[config.mk]
export PLATFORM = sky130hd
export DESIGN_NAME = cpuController
export DESIGN_NICKNAME = d
export VERILOG_FILES = /design/src/verilog/cpuControlPkg.sv /design/src/verilog/instructionDecoder.sv /design/src/verilog/immediateGenerator.sv /design/src/verilog/branchResolver.sv /design/src/verilog/phaseSequencer.sv /design/src/verilog/cpuController.sv
export SDC_FILE = /design/constraint.sdc
export NUM_CORES = 1
export LEC_CHECK = 0
export BUFFER_PORTS_ARGS = -buffer_cell sky130_fd_sc_hd__buf_4
export CORE_UTILIZATION = 42
export DETAILED_ROUTE_END_ITERATION = 10
export GPL_TIMING_DRIVEN = 0
export PLACE_DENSITY = 0.81
export REMOVE_ABC_BUFFERS = 1
export SYNTH_ARGS = -nofsm -noshare
export SYNTH_HDL_FRONTEND = slang
export SYNTH_SLANG_ARGS = --single-unit
[constraint.sdc]
create_clock -name Clock -period 2.3 [get_ports Clock]
set_input_delay 0.23 -clock Clock [delete_from_list [all_inputs] [get_ports Clock]]
set_output_delay 0.23 -clock Clock [all_outputs]
set_load 0.05 [all_outputs]
[src/verilog/cpuControlPkg.sv]
`default_nettype none

package cpuControlPkg;

    ////////////////////
    // Widths

    localparam int instrWidth    = 16;
    localparam int dataWidth     = 16;
    localparam int regIndexWidth = 4;
    localparam int aluOpWidth    = 4;
    localparam int pcStepWidth   = 8;
    localparam int psrWidth      = 5;

    typedef logic [instrWidth-1:0]           instrT;
    typedef logic [dataWidth-1:0]            dataWordT;
    typedef logic [regIndexWidth-1:0]        regIndexT;
    // Also carries the ALU extension field
    typedef logic [aluOpWidth-1:0]           aluOpT;
    // Relative PC step, two's complement
    typedef logic signed [pcStepWidth-1:0]   pcStepT;
    typedef logic [psrWidth-1:0]             psrT;

    // ALU second operand source
    typedef enum logic [1:0] {
        selImmediate = 2'd0,
        selRegA      = 2'd1,
        selMemory    = 2'd2,
        selPc        = 2'd3
    } aluSrcT;

    // How the 8-bit immediate field lands in the 16-bit word
    typedef enum logic [2:0] {
        none,
        signExt,
        zeroExt,
        upper,
        unknown
    } immKindT;

    ////////////////////
    // Major opcodes in INS[15:12]

    localparam aluOpT opRegAlu  = 4'd0;
    localparam aluOpT opBranch  = 4'd1;
    localparam aluOpT opCmp     = 4'd3;
    localparam aluOpT opMemory  = 4'd4;
    localparam aluOpT opAddi    = 4'd5;
    localparam aluOpT opAddui   = 4'd6;
    localparam aluOpT opMoviu   = 4'd7;
    localparam aluOpT opMovi    = 4'd8;
    localparam aluOpT opSubi    = 4'd9;
    localparam aluOpT opJumpRel = 4'd10;
    localparam aluOpT opCmpi    = 4'd11;
    localparam aluOpT opJumpReg = 4'd12;

    ////////////////////
    // Sub-codes in INS[11:8]

    localparam logic [3:0] condGe       = 4'd0;
    localparam logic [3:0] condHs       = 4'd1;
    localparam logic [3:0] condEq       = 4'd2;
    localparam logic [3:0] condLt       = 4'd3;
    localparam logic [3:0] condLs       = 4'd4;
    // Relative jump only
    localparam logic [3:0] condAlways   = 4'd5;
    localparam logic [3:0] memLoad      = 4'd0;
    localparam logic [3:0] memStore     = 4'd1;
    localparam logic [3:0] jumpRegister = 4'd0;
    localparam logic [3:0] storePc      = 4'd1;

    // ALU move, issued with opcode zero
    localparam aluOpT aluExtMove = 4'd13;

    // Status flag positions
    localparam int psrGreaterBit = 0;
    localparam int psrZeroBit    = 1;
    localparam int psrHigherBit  = 3;

    // Fixed PC steps
    localparam pcStepT pcStepNext = 8'sd1;
    localparam pcStepT pcStepSkip = 8'sd2;
    localparam pcStepT pcStepHold = 8'sd0;

    localparam logic [7:0] unknownFill = 8'hFF;

endpackage

`default_nettype wire

[src/verilog/instructionDecoder.sv]
`timescale 1ns/1ps
`default_nettype none

module instructionDecoder (
    input  cpuControlPkg::instrT    Ins,
    output cpuControlPkg::aluOpT    OpCode,
    output cpuControlPkg::aluOpT    OpExt,
    output logic                    RegWrite,
    output cpuControlPkg::regIndexT RegIn,
    output cpuControlPkg::regIndexT RegA,
    output cpuControlPkg::regIndexT RegB,
    output cpuControlPkg::aluSrcT   SelAlu,
    output logic                    MemRw,
    output logic                    IrWrite,
    output logic                    PcWrite,
    output logic                    PcIncrement,
    output cpuControlPkg::immKindT  immKind
);
    import cpuControlPkg::*;

    // Instruction fields
    aluOpT      major;
    logic [3:0] sub;
    regIndexT   fieldA;
    regIndexT   fieldB;

    assign major  = Ins[15:12];
    assign sub    = Ins[11:8];
    assign fieldA = Ins[7:4];
    assign fieldB = Ins[3:0];

    always_comb
    begin
        // Fallback for unknown opcodes and sub-codes
        OpCode      = '0;
        OpExt       = '0;
        RegWrite    = 1'b0;
        RegIn       = '0;
        RegA        = '0;
        RegB        = '0;
        SelAlu      = selImmediate;
        MemRw       = 1'b0;
        IrWrite     = 1'b0;
        PcWrite     = 1'b0;
        PcIncrement = 1'b1;
        immKind     = unknown;

        case (major)
            opRegAlu, opCmp:
            begin
                // Register to register, CMP only sets flags
                OpCode   = major;
                OpExt    = sub;
                RegWrite = (major == opRegAlu);
                RegIn    = (major == opRegAlu) ? fieldB : '0;
                RegA     = fieldA;
                RegB     = fieldB;
                SelAlu   = selRegA;
                immKind  = none;
            end
            opAddi, opAddui, opMoviu, opMovi, opSubi:
            begin
                OpCode   = major;
                OpExt    = sub;
                RegWrite = 1'b1;
                RegIn    = fieldB;
                RegB     = fieldB;
                if (major == opAddi || major == opSubi)
                    immKind = signExt;
                else
                    immKind = (major == opMoviu) ? upper : zeroExt;
            end
            opCmpi:
            begin
                OpCode  = major;
                OpExt   = sub;
                RegA    = fieldA;
                RegB    = fieldB;
                immKind = signExt;
            end
            opBranch, opJumpRel:
            begin
                // Step comes from the branch resolver, nothing is written
                if (sub <= condLs || (major == opJumpRel && sub == condAlways))
                begin
                    SelAlu  = selRegA;
                    immKind = none;
                end
            end
            opMemory:
            begin
                OpExt = aluExtMove;
                RegB  = fieldA;
                if (sub == memLoad)
                begin
                    RegWrite = 1'b1;
                    RegIn    = fieldB;
                    SelAlu   = selMemory;
                    immKind  = none;
                end
                else if (sub == memStore)
                begin
                    // Write data from A, address from B
                    RegA    = fieldB;
                    SelAlu  = selRegA;
                    MemRw   = 1'b1;
                    IrWrite = 1'b1;
                    immKind = none;
                end
                else
                begin
                    OpExt = '0;
                    RegB  = '0;
                end
            end
            opJumpReg:
            begin
                if (sub == jumpRegister)
                begin
                    // Move A straight into the PC
                    OpExt       = aluExtMove;
                    RegA        = fieldA;
                    SelAlu      = selRegA;
                    PcWrite     = 1'b1;
                    PcIncrement = 1'b0;
                    immKind     = none;
                end
                else if (sub == storePc)
                begin
                    OpExt    = aluExtMove;
                    RegWrite = 1'b1;
                    RegIn    = fieldB;
                    SelAlu   = selPc;
                    immKind  = none;
                end
            end
            default:
            begin
                // Keep the fallback decode
            end
        endcase
    end

    // A store never writes back into the register file
    storeNoRegWrite: assert final (!(MemRw && RegWrite))
        else $error("MemRw and RegWrite high together");

endmodule

`default_nettype wire

[src/verilog/immediateGenerator.sv]
`timescale 1ns/1ps
`default_nettype none

module immediateGenerator (
    input  cpuControlPkg::instrT    Ins,
    input  cpuControlPkg::immKindT  immKind,
    output cpuControlPkg::dataWordT rawImmediate
);
    import cpuControlPkg::*;

    // 8-bit immediate field of the instruction
    logic [7:0] immField;

    assign immField = Ins[11:4];

    always_comb
    begin
        case (immKind)
            signExt:
            begin
                rawImmediate = {{8{immField[7]}}, immField};
            end
            zeroExt:
            begin
                rawImmediate = {8'h00, immField};
            end
            upper:
            begin
                // MOVIU, low byte comes later from MOVI or ADDUI
                rawImmediate = {immField, 8'h00};
            end
            unknown:
            begin
                rawImmediate = {unknownFill, immField};
            end
            default:
            begin
                // No immediate in use
                rawImmediate = '0;
            end
        endcase
    end

endmodule

`default_nettype wire

[src/verilog/branchResolver.sv]
`timescale 1ns/1ps
`default_nettype none

module branchResolver (
    input  cpuControlPkg::instrT  Ins,
    input  cpuControlPkg::psrT    Psr,
    output cpuControlPkg::pcStepT rawPcStep
);
    import cpuControlPkg::*;

    logic condKnown;
    logic condTrue;
    logic flagG;
    logic flagZ;
    logic flagH;

    assign flagG = Psr[psrGreaterBit];
    assign flagZ = Psr[psrZeroBit];
    assign flagH = Psr[psrHigherBit];

    ////////////////////
    // Condition evaluation

    always_comb
    begin
        condKnown = 1'b1;
        case (Ins[11:8])
            condGe:     condTrue = flagZ | flagG;
            condHs:     condTrue = flagH | flagZ;
            condEq:     condTrue = flagZ;
            condLt:     condTrue = ~(flagZ | flagG);
            condLs:     condTrue = ~flagH;
            // Only legal on a relative jump
            condAlways: condTrue = (Ins[15:12] == opJumpRel);
            default:
            begin
                condKnown = 1'b0;
                condTrue  = 1'b0;
            end
        endcase
    end

    ////////////////////
    // PC step selection

    always_comb
    begin
        rawPcStep = pcStepNext;
        if (Ins[15:12] == opBranch && condKnown && Ins[11:8] != condAlways)
        begin
            // Skip the next word when the condition fails
            rawPcStep = condTrue ? pcStepNext : pcStepSkip;
        end
        else if (Ins[15:12] == opJumpRel && condKnown)
        begin
            rawPcStep = condTrue ? pcStepT'(Ins[7:0]) : pcStepNext;
        end
        else if (Ins[15:12] == opJumpReg && Ins[11:8] == jumpRegister)
        begin
            // PC is loaded from the ALU instead
            rawPcStep = pcStepHold;
        end
    end

endmodule

`default_nettype wire

[src/verilog/phaseSequencer.sv]
`timescale 1ns/1ps
`default_nettype none

module phaseSequencer (
    input  logic                    Clock,
    input  logic                    Reset,
    // Decoded execute values
    input  cpuControlPkg::aluOpT    rawOpCode,
    input  cpuControlPkg::aluOpT    rawOpExt,
    input  logic                    rawRegWrite,
    input  cpuControlPkg::regIndexT rawRegIn,
    input  cpuControlPkg::regIndexT rawRegA,
    input  cpuControlPkg::regIndexT rawRegB,
    input  cpuControlPkg::dataWordT rawImmediate,
    input  cpuControlPkg::pcStepT   rawPcStep,
    input  cpuControlPkg::aluSrcT   rawSelAlu,
    input  logic                    rawMemRw,
    input  logic                    rawIrWrite,
    input  logic                    rawPcWrite,
    input  logic                    rawPcIncrement,
    // Controller outputs
    output cpuControlPkg::aluOpT    OpCode,
    output cpuControlPkg::aluOpT    OpExt,
    output logic                    RegWrite,
    output cpuControlPkg::regIndexT RegIn,
    output cpuControlPkg::regIndexT RegA,
    output cpuControlPkg::regIndexT RegB,
    output cpuControlPkg::dataWordT Immediate,
    output cpuControlPkg::pcStepT   PcImmediate,
    output cpuControlPkg::aluSrcT   SelAlu,
    output logic                    SelMem,
    output logic                    MemRw,
    output logic                    PcWrite,
    output logic                    PcIncrement,
    output logic                    IrWrite,
    output logic                    PsrEnable
);
    import cpuControlPkg::*;

    // Low in fetch, high in execute
    logic executePhase;

    always_ff @(posedge Clock or negedge Reset)
    begin
        if (!Reset)
            executePhase <= 1'b0;
        else
            executePhase <= ~executePhase;
    end

    always_comb
    begin
        // Everything idle while in reset
        OpCode      = '0;
        OpExt       = '0;
        RegWrite    = 1'b0;
        RegIn       = '0;
        RegA        = '0;
        RegB        = '0;
        Immediate   = '0;
        PcImmediate = '0;
        SelAlu      = selImmediate;
        SelMem      = 1'b0;
        MemRw       = 1'b0;
        PcWrite     = 1'b0;
        PcIncrement = 1'b0;
        IrWrite     = 1'b0;
        PsrEnable   = 1'b0;

        if (Reset && !executePhase)
        begin
            // Fetch, PC addresses memory and IR loads the word
            SelMem  = 1'b1;
            IrWrite = 1'b1;
        end
        else if (Reset)
        begin
            OpCode      = rawOpCode;
            OpExt       = rawOpExt;
            RegWrite    = rawRegWrite;
            RegIn       = rawRegIn;
            RegA        = rawRegA;
            RegB        = rawRegB;
            Immediate   = rawImmediate;
            PcImmediate = rawPcStep;
            SelAlu      = rawSelAlu;
            MemRw       = rawMemRw;
            PcWrite     = rawPcWrite;
            PcIncrement = rawPcIncrement;
            IrWrite     = rawIrWrite;
            // Flags update on every execute
            PsrEnable   = 1'b1;
        end
    end

    // Fetch and execute strictly alternate out of reset
    phaseToggles: assert property (@(posedge Clock) disable iff (!Reset)
        $past(Reset) |-> (executePhase != $past(executePhase)))
        else $error("Phase did not toggle");

endmodule

`default_nettype wire

[src/verilog/cpuController.sv]
`timescale 1ns/1ps
`default_nettype none

module cpuController (
    input  logic                    Clock,
    input  logic                    Reset,
    input  cpuControlPkg::instrT    Ins,
    input  cpuControlPkg::psrT      Psr,
    output cpuControlPkg::aluOpT    OpCode,
    output cpuControlPkg::aluOpT    OpExt,
    output logic                    RegWrite,
    output cpuControlPkg::regIndexT RegIn,
    output cpuControlPkg::regIndexT RegA,
    output cpuControlPkg::regIndexT RegB,
    output cpuControlPkg::dataWordT Immediate,
    output cpuControlPkg::pcStepT   PcImmediate,
    output cpuControlPkg::aluSrcT   SelAlu,
    output logic                    SelMem,
    output logic                    MemRw,
    output logic                    PcWrite,
    output logic                    PcIncrement,
    output logic                    IrWrite,
    output logic                    PsrEnable
);
    import cpuControlPkg::*;

    // Execute-phase decode, before phase gating
    aluOpT    rawOpCode;
    aluOpT    rawOpExt;
    logic     rawRegWrite;
    regIndexT rawRegIn;
    regIndexT rawRegA;
    regIndexT rawRegB;
    aluSrcT   rawSelAlu;
    logic     rawMemRw;
    logic     rawIrWrite;
    logic     rawPcWrite;
    logic     rawPcIncrement;
    immKindT  immKind;
    dataWordT rawImmediate;
    pcStepT   rawPcStep;

    instructionDecoder decoder (
        .Ins         (Ins),
        .OpCode      (rawOpCode),
        .OpExt       (rawOpExt),
        .RegWrite    (rawRegWrite),
        .RegIn       (rawRegIn),
        .RegA        (rawRegA),
        .RegB        (rawRegB),
        .SelAlu      (rawSelAlu),
        .MemRw       (rawMemRw),
        .IrWrite     (rawIrWrite),
        .PcWrite     (rawPcWrite),
        .PcIncrement (rawPcIncrement),
        .immKind     (immKind)
    );

    immediateGenerator immGen (
        .Ins          (Ins),
        .immKind      (immKind),
        .rawImmediate (rawImmediate)
    );

    branchResolver branch (
        .Ins       (Ins),
        .Psr       (Psr),
        .rawPcStep (rawPcStep)
    );

    phaseSequencer sequencer (
        .Clock          (Clock),
        .Reset          (Reset),
        .rawOpCode      (rawOpCode),
        .rawOpExt       (rawOpExt),
        .rawRegWrite    (rawRegWrite),
        .rawRegIn       (rawRegIn),
        .rawRegA        (rawRegA),
        .rawRegB        (rawRegB),
        .rawImmediate   (rawImmediate),
        .rawPcStep      (rawPcStep),
        .rawSelAlu      (rawSelAlu),
        .rawMemRw       (rawMemRw),
        .rawIrWrite     (rawIrWrite),
        .rawPcWrite     (rawPcWrite),
        .rawPcIncrement (rawPcIncrement),
        .OpCode         (OpCode),
        .OpExt          (OpExt),
        .RegWrite       (RegWrite),
        .RegIn          (RegIn),
        .RegA           (RegA),
        .RegB           (RegB),
        .Immediate      (Immediate),
        .PcImmediate    (PcImmediate),
        .SelAlu         (SelAlu),
        .SelMem         (SelMem),
        .MemRw          (MemRw),
        .PcWrite        (PcWrite),
        .PcIncrement    (PcIncrement),
        .IrWrite        (IrWrite),
        .PsrEnable      (PsrEnable)
    );

endmodule

`default_nettype wire

# Word level (Yosys, flattened, before mapping)
# Index checks and enable logic that the tools add are counted.
[totals]
out_inout_bits = 53
ff_bits = 1
[op_classes]
reduce_logical = 18
n_eq_ne = 21
muxes = 70
order_cmp = 1
bitwise_logic = 5
[op_table]
columns = ["operator", "n"]
rows = [
  ["4-bit 2-to-1 mux", 20],
  ["16-bit one-hot mux with 4 select lines", 1],
  ["8-bit 2-to-1 mux", 5],
  ["16-bit 2-to-1 mux", 2],
  ["4-bit by 3-bit equality test with 1-bit output, second input constant", 6],
  ["1-bit 2-to-1 mux", 24],
  ["4-bit equality test, second input constant", 5],
  ["4-bit one-hot mux with 2 select lines", 2],
  ["4-bit one-hot mux with 4 select lines", 1],
  ["3-bit one-hot mux with 5 select lines", 1],
  ["4-bit by 2-bit equality test with 1-bit output, second input constant", 3],
  ["2-bit 2-to-1 mux", 6],
  ["3-bit 2-to-1 mux", 4],
  ["4-bit one-hot mux with 3 select lines", 1],
  ["4-bit by 1-bit equality test with 1-bit output, second input constant", 2],
  ["4-bit logical NOT", 2],
  ["2-bit one-hot mux with 4 select lines", 1],
  ["8-bit OR reduction", 1],
  ["3-bit by 2-bit equality test with 1-bit output, second input constant", 2],
  ["1-bit logical AND", 6],
  ["1-bit one-hot mux with 6 select lines", 1],
  ["2-bit OR reduction", 3],
  ["6-bit OR reduction", 1],
  ["5-bit OR reduction", 1],
  ["10 further kinds", 14],
]

# Depth between registers and ports, before layout
# Gate-level depths: netlist of run 1.
[logic_depth]
word_depth = 9
depth_mapped = 6

# Cells and area by module
# From an unflattened synthesis of run 1, not the netlist that was laid out.
[hier_totals]
hier_cells = 210
hier_area_um2 = 1445.1
[by_module_without_submodules]
columns = ["mod", "cells_each", "instances", "area_each_um2"]
rows = [
  ["instructionDecoder", 79, 1, 534.3],
  ["phaseSequencer", 65, 1, 454.2],
  ["immediateGenerator", 39, 1, 255.2],
  ["branchResolver", 27, 1, 201.4],
]

# Worst setup path after synthesis of run 1
# Ideal clock, no wire load.
[synth_timing]
path_kind = "in2out"
start = "input port Ins[14]"
end = "output port SelAlu[1]"
arrival_ns = 2.443
slack_ns = -0.373
cell_stages = 4
n_path_buf = 1
cell_sequence = "buf_2 nor3b_1 nand2_1 nor4_1"
[synth_between]
elab_chain_len = 5
elab_cells_between_ends = 11
cone_classes = "eq/ne (5); mux (3); reduce/logical (3)"
[synth_rtl]
columns = ["element", "line_no", "rtl"]
rows = [
  ["start, declared", "cpuController.sv:7", "input cpuControlPkg::instrT Ins,"],
  ["4-bit equality test, or another cell as far along", "instructionDecoder.sv:48", "case (major)"],
  ["2-bit OR reduction", "instructionDecoder.sv:48", ""],
  ["2-bit one-hot mux with 4 select lines (*)", "instructionDecoder.sv:48", ""],
  ["2-bit 2-to-1 mux (*)", "phaseSequencer.sv:76", "else if (Reset)"],
  ["2-bit 2-to-1 mux (*)", "phaseSequencer.sv:70", "if (Reset && !executePhase)"],
  ["end, declared", "cpuController.sv:17", "output cpuControlPkg::aluSrcT SelAlu,"],
]
# Mark *: on every way between the ends. The rest lies on a longest branch, timed or not.

# Worst setup path after layout of run 1
[layout_timing]
start = "input port Ins[10]"
end = "output port Immediate[6]"
[layout_between]
elab_chain_len = 9
elab_cells_between_ends = 17
cone_classes = "order compare (1); eq/ne (6); mux (7); reduce/logical (3)"
[layout_rtl]
columns = ["element", "line_no", "rtl"]
rows = [
  ["branches (longest 6 deep; another with 4-bit by 3-bit less-or-equal comparator with 1-bit output)", "--", ""],
  ["16-bit one-hot mux with 4 select lines (*)", "immediateGenerator.sv:18", "case (immKind)"],
  ["16-bit 2-to-1 mux (*)", "phaseSequencer.sv:76", ""],
  ["16-bit 2-to-1 mux (*)", "phaseSequencer.sv:70", ""],
  ["end, declared", "cpuController.sv:15", "output cpuControlPkg::dataWordT Immediate,"],
]
# Every way passes the cells marked *.

==> out/results.tsv, run 1 <==
metric	value	unit
Vias/cell	5.83	
I/O Pins	76	
CP cell instances	buf_4 -> or3_4 -> a221o_1 -> a211oi_4 -> nor2_1 -> buf_4	
antenna violations before repair	0	
placed cells	283	
Final Cycle Share	94.8	%
drt drc	0	
Tmin final	2.18	ns
Simple-Gate Fraction of Synth Area	47.1	%
Hold Buf Count CTS	0	
met2 GRT Util	46.0	%
P_sw	294	uW
sw frac	66.6	%
final hold violations	0	
pin count of the biggest net entering global routing	22	
# rows	18	
Die ar.	2870	um2
vias in the first global route	1342	
first-pass GRT wire length	5.91	mm
crit-path leading delay family	compound AO/OA/AOI/OAI gates	
Synth Area in Compound Gates	35.9	%
detailed placement HPWL	2.94	mm
Clock Power Share	0	%
GRT Util Overall	26.7	%
CP required	2.07	ns
routing usage on met1	36.2	%
Setup Viol. Count Final	0	
Total Wirelength	3.87	mm
Setup CP Type	in2out	
sequential share of power	4.1	%
final worst slack	0.120	ns
DRT iter0 DRCs	61	
Tightest Pin Transition	0.682	ns
crit-path most repeated cell	buf_4	
Antenna Nets Post-Route	0	
Max Fclk	459	MHz
total negative setup slack	0	ns
GR Overflow Total	0	
average routed wire per standard cell	13.7	um
via count	1649	
post-synthesis mux area share	1.01	%
RSZ-0062 raised after global routing	false	
diodes inserted	0	
Synth Area in Adders	0	%
Synth area leaders	nor2_1 (10%), a21oi_1 (8.1%), inv_1 (6.7%)	
Synth Cell Area	1120	um2
Leak	0.000802	uW
commonest non-fill, non-tap cells in the layout	buf_4 (73), nor2_1 (31), inv_1 (19)	
pre-CTS setup slack	-0.285	ns
Worst setup SP type	primary input	
syn avg cell area	5.81	um2
die height	53.6	um
leading area contributor after synthesis	nor2_1	
DRT Pass-1 Iters	4	
post-synthesis register bit count	1	
Worst-Skew Late Latency	0	ns
Slowest-stage cell, CP	a221o_1	
Worst Skew	0	ns
Final Max Tran Viols	0	
GR Layer Usage met3	1.69	%
Worst path max stage delay	0.43	ns
CORE AREA	2500	um2
top flop regs	sequencer.executePhase: 1 flops	
xor/xnor share of the synthesized area	1.57	%
Largest Register	sequencer.executePhase	
Hold WC Path Type	in2async	
Die Wd	53.6	um
max_cap viols	0	
post-synth cell types	47	
fin cells	283	
cell count after synthesis	192	
clock slew at reported path FFs	0	ns
power per standard cell area	266	nW/um2
GPL Wtd Cong	0.893	
Area Growth Syn to Fin	48.7	%
max_slew headroom	54.3	%
worst path buffer plus inverter count	2	
Worst IR Drop VDD	0.166	mV
status	finished, final reports clean	
crit end category	primary output	
max reg flops	1	
Net count, final	278	
yosys warns	0	
Max FO, Critical Path	9	
share of the synthesized area in the top cell type	10.4	%
Logic pwr share	95.9	%
combinational family with the most area after synthesis	simple AND/OR/NAND/NOR gates	
WP data arrival	1.95	ns
grt peak-use layer	met2	
P_int	147	uW
starting density of the core	44.6	%
leading cell type in the layout, fill and taps excluded	buf_4	
register area share after synthesis	2.24	%
share of post-route cells with drive strength above 1	34.8	%
# port buffers	73	
setup repair bufs after CTS	0	
power groups by stage:
stage	Clock [uW]	Combinational (uW)	Sequential (uW)
after floorplan	0	270	17.9
after global placement	0	414	17.9
after detailed placement	0	416	17.9
after CTS	0	418	17.9
after global routing	0	450	17.9
final	0	423	17.9
through the flow:
stage          hold slack (ns)  util, %  power [uW]  instance area, um2
2_1_floorplan          -0.0656        -         288                1050
3_3_place_gp            0.0222     65.6         432                1640
3_5_place_dp            0.0221     65.6         434                1640
4_1_cts                 0.0224     65.9         436                1650
5_1_grt                 0.0318     66.4         468                1660
6_report                0.0248     66.4         441                1660
cells in the mapped netlist (all sizes together):
library cell  count
nand4bb           1
nand2b            1
nor2             31
o21ai            13
and2              8
a2bb2oi           1
inv              20
nand3             4
or3               1
a311oi            1
a32oi             4
or4               2
nand2            14
a221oi            1
nor3             14
nor4b             1
clkbuf            4
and3              4
mux2              1
o31ai             1
nor4bb            1
a21oi            19
nor2b             5
a211oi            2
or3b              2
o211ai            2
o2111ai           1
a31o              2
nand4             2
buf               8
xor2              2
a32o              5
a21boi            1
nor4              1
o21ba             1
dfrtp             1
nor3b             5
a31oi             2
o311ai            1
nand4b            1
a221o             1
path summary, 6_finish.rpt:
check                                        from                endpoint  slack, ns  cells after the start
setup reg to reg           sequencer.executePhase  sequencer.executePhase       1.73                      1
setup / recovery                          Ins[10]            Immediate[6]       0.12                      6
hold reg to reg            sequencer.executePhase  sequencer.executePhase       0.50                      1
min in group Clock         sequencer.executePhase  sequencer.executePhase       0.50                      1
max in group asynchronous                   Reset  sequencer.executePhase       2.18                      1
hold / removal                              Reset  sequencer.executePhase       0.02                      1
area by class of cell:
class | instances | area [um2]
multi-input combinational | 159 | 973
timing repair buffer | 73 | 548
fill | 248 | 841
sequential | 1 | 25.0
inverter | 20 | 75.1
tap | 30 | 37.5
layer usage:
layer	up-vias	share of wire, %
met3	0	10
li1	818	-
met2	95	48
met5	-	0
met4	0	0
met1	736	42
cells by family after synthesis:
group,count (synthesis)
mux,1
xor+xnor,2
compound gates,58
flops,1
buf+inv,32
simple gates,98
timing repair:
action,CTS,global route
pin swaps,0,0
gates cloned,0,0
setup endpoints to repair,6,15
resized for setup,2,3
Power figures use the tool's default switching activity.
==> run 2: changes to the inputs <==
- CORE_UTILIZATION: 42 -> 43
- CTS_BUF_LIST: not set -> sky130_fd_sc_hd__clkbuf_4
- PLACE_DENSITY: 0.81 -> 0.83
==> out/results.tsv, run 2 (same netlist as run 1, synthesis figures left out) <==
metric	value	unit
Clock Power Share	0	%
Tightest Pin Transition	0.734	ns
status	finished, final reports clean	
antenna violations before repair	0	
r2r worst-path depth	1	
drt drc	0	
crit end category	primary output	
GR Overflow Total	0	
register-to-register setup slack	1.73	ns
post-layout util	67.4	%
leading cell type in the layout, fill and taps excluded	buf_4	
Worst IR Drop VDD	0.241	mV
Max Fclk	460	MHz
final hold violations	0	
Final Cycle Share	94.5	%
Area Growth Syn to Fin	48.2	%
Leak	0.000800	uW
max reg flops	1	
GPL Wtd Cong	0.949	
Die ar.	2800	um2
share of post-route cells with drive strength above 1	34.4	%
Worst-Skew Late Latency	0	ns
CORE AREA	2450	um2
detailed placement HPWL	2.94	mm
Worst setup SP type	primary input	
Net count, final	278	
P_int	147	uW
top flop regs	sequencer.executePhase: 1 flops	
diodes inserted	0	
WP data arrival	1.94	ns
pin count of the biggest net entering global routing	22	
via count	1661	
RSZ-0062 raised after global routing	false	
Antenna Nets Post-Route	0	
power per standard cell area	266	nW/um2
max_slew headroom	50.8	%
clock slew at reported path FFs	0	ns
Max FO, Critical Path	20	
GRT Util Overall	27.3	%
Tmin final	2.17	ns
CP required	2.07	ns
Largest Register	sequencer.executePhase	
Die Wd	52.9	um
worst reg2reg startpoint	sequencer.executePhase	
# port buffers	73	
Total Wirelength	3.87	mm
Hold Buf Count CTS	0	
I/O Pins	76	
Setup Viol. Count Final	0	
Hold WC Path Type	in2async	
die height	52.9	um
DRT Pass-1 Iters	4	
end of the worst register-to-register path	sequencer.executePhase	
P_sw	292	uW
sequential share of power	4.1	%
Vias/cell	5.87	
total negative setup slack	0	ns
commonest non-fill, non-tap cells in the layout	buf_4 (73), nor2_1 (31), inv_1 (19)	
Final Max Tran Viols	0	
average routed wire per standard cell	13.7	um
vias in the first global route	1277	
# rows	18	
DRT iter0 DRCs	91	
Worst Skew	0	ns
max_cap viols	0	
sw frac	66.6	%
Logic pwr share	95.9	%
first-pass GRT wire length	5.93	mm
Setup CP Type	in2out	
starting density of the core	45.5	%
Pwr Total	439	uW
## run 2: worst max-delay path by stage
stage	startpoint	end	slack [ns]
CTS	sequencer.executePhase	PcImmediate[2]	0.0007
global route	Ins[10]	Immediate[2]	0.07
finish	Ins[14]	SelAlu[0]	0.13
detailed placement	sequencer.executePhase	PcImmediate[2]	-0.28
floorplan	sequencer.executePhase	PcImmediate[0]	-0.49
global placement	sequencer.executePhase	PcImmediate[3]	-0.24
## run 2: area by class of cell
cell class                      count  area [um2]
Inverter                           20        75.1
Tap cell                           30        37.5
Sequential cell                     1        25.0
Multi-Input combinational cell    159         968
Timing Repair Buffer               73         548
Fill cell                         240         801
## run 2: critical path, cell delays in order
cell and delay, ns:
buf_4 0.19, nor3b_1 0.41, nand2_1 0.26, a32o_1 0.32, a211oi_1 0.27, buf_4 0.25
## run 2: power by group through the flow
stage / logic [uW] / clock network (uW) / registers [uW]
floorplan: 270 / 0 / 17.9
global placement: 414 / 0 / 17.9
detailed placement: 416 / 0 / 17.9
CTS: 418 / 0 / 17.9
global route: 450 / 0 / 17.9
finish: 421 / 0 / 17.9
## run 2: stage by stage
stage | worst slack (ns) | std cells | hold slack (ns) | cell area [um2]
final | 0.126 | 283 | 0.0258 | 1650
after global routing | 0.0702 | 283 | 0.0283 | 1650
after CTS | 0.000691 | 283 | 0.0244 | 1650
after detailed placement | -0.281 | 283 | 0.0244 | 1640
after global placement | -0.243 | 283 | 0.0220 | 1640
after floorplan | -0.488 | 180 | -0.0656 | 1050
## run 2: what timing repair did
item	in CTS	in global routing
endpoints found under the setup margin	6	15
buffers inserted	0	0
gates resized for setup	2	2
gates cloned	0	0
## run 2: metal layers
| metal | vias to the layer above | track usage [%] | wire [um] |
|---|---|---|---|
| li1 | 822 | - | - |
| met3 | 0 | 2.30 | 499 |
| met4 | 0 | 3.51 | 0 |
| met2 | 114 | 44.9 | 1820 |
| met1 | 725 | 39.2 | 1550 |
| met5 | - | 0 | 0 |
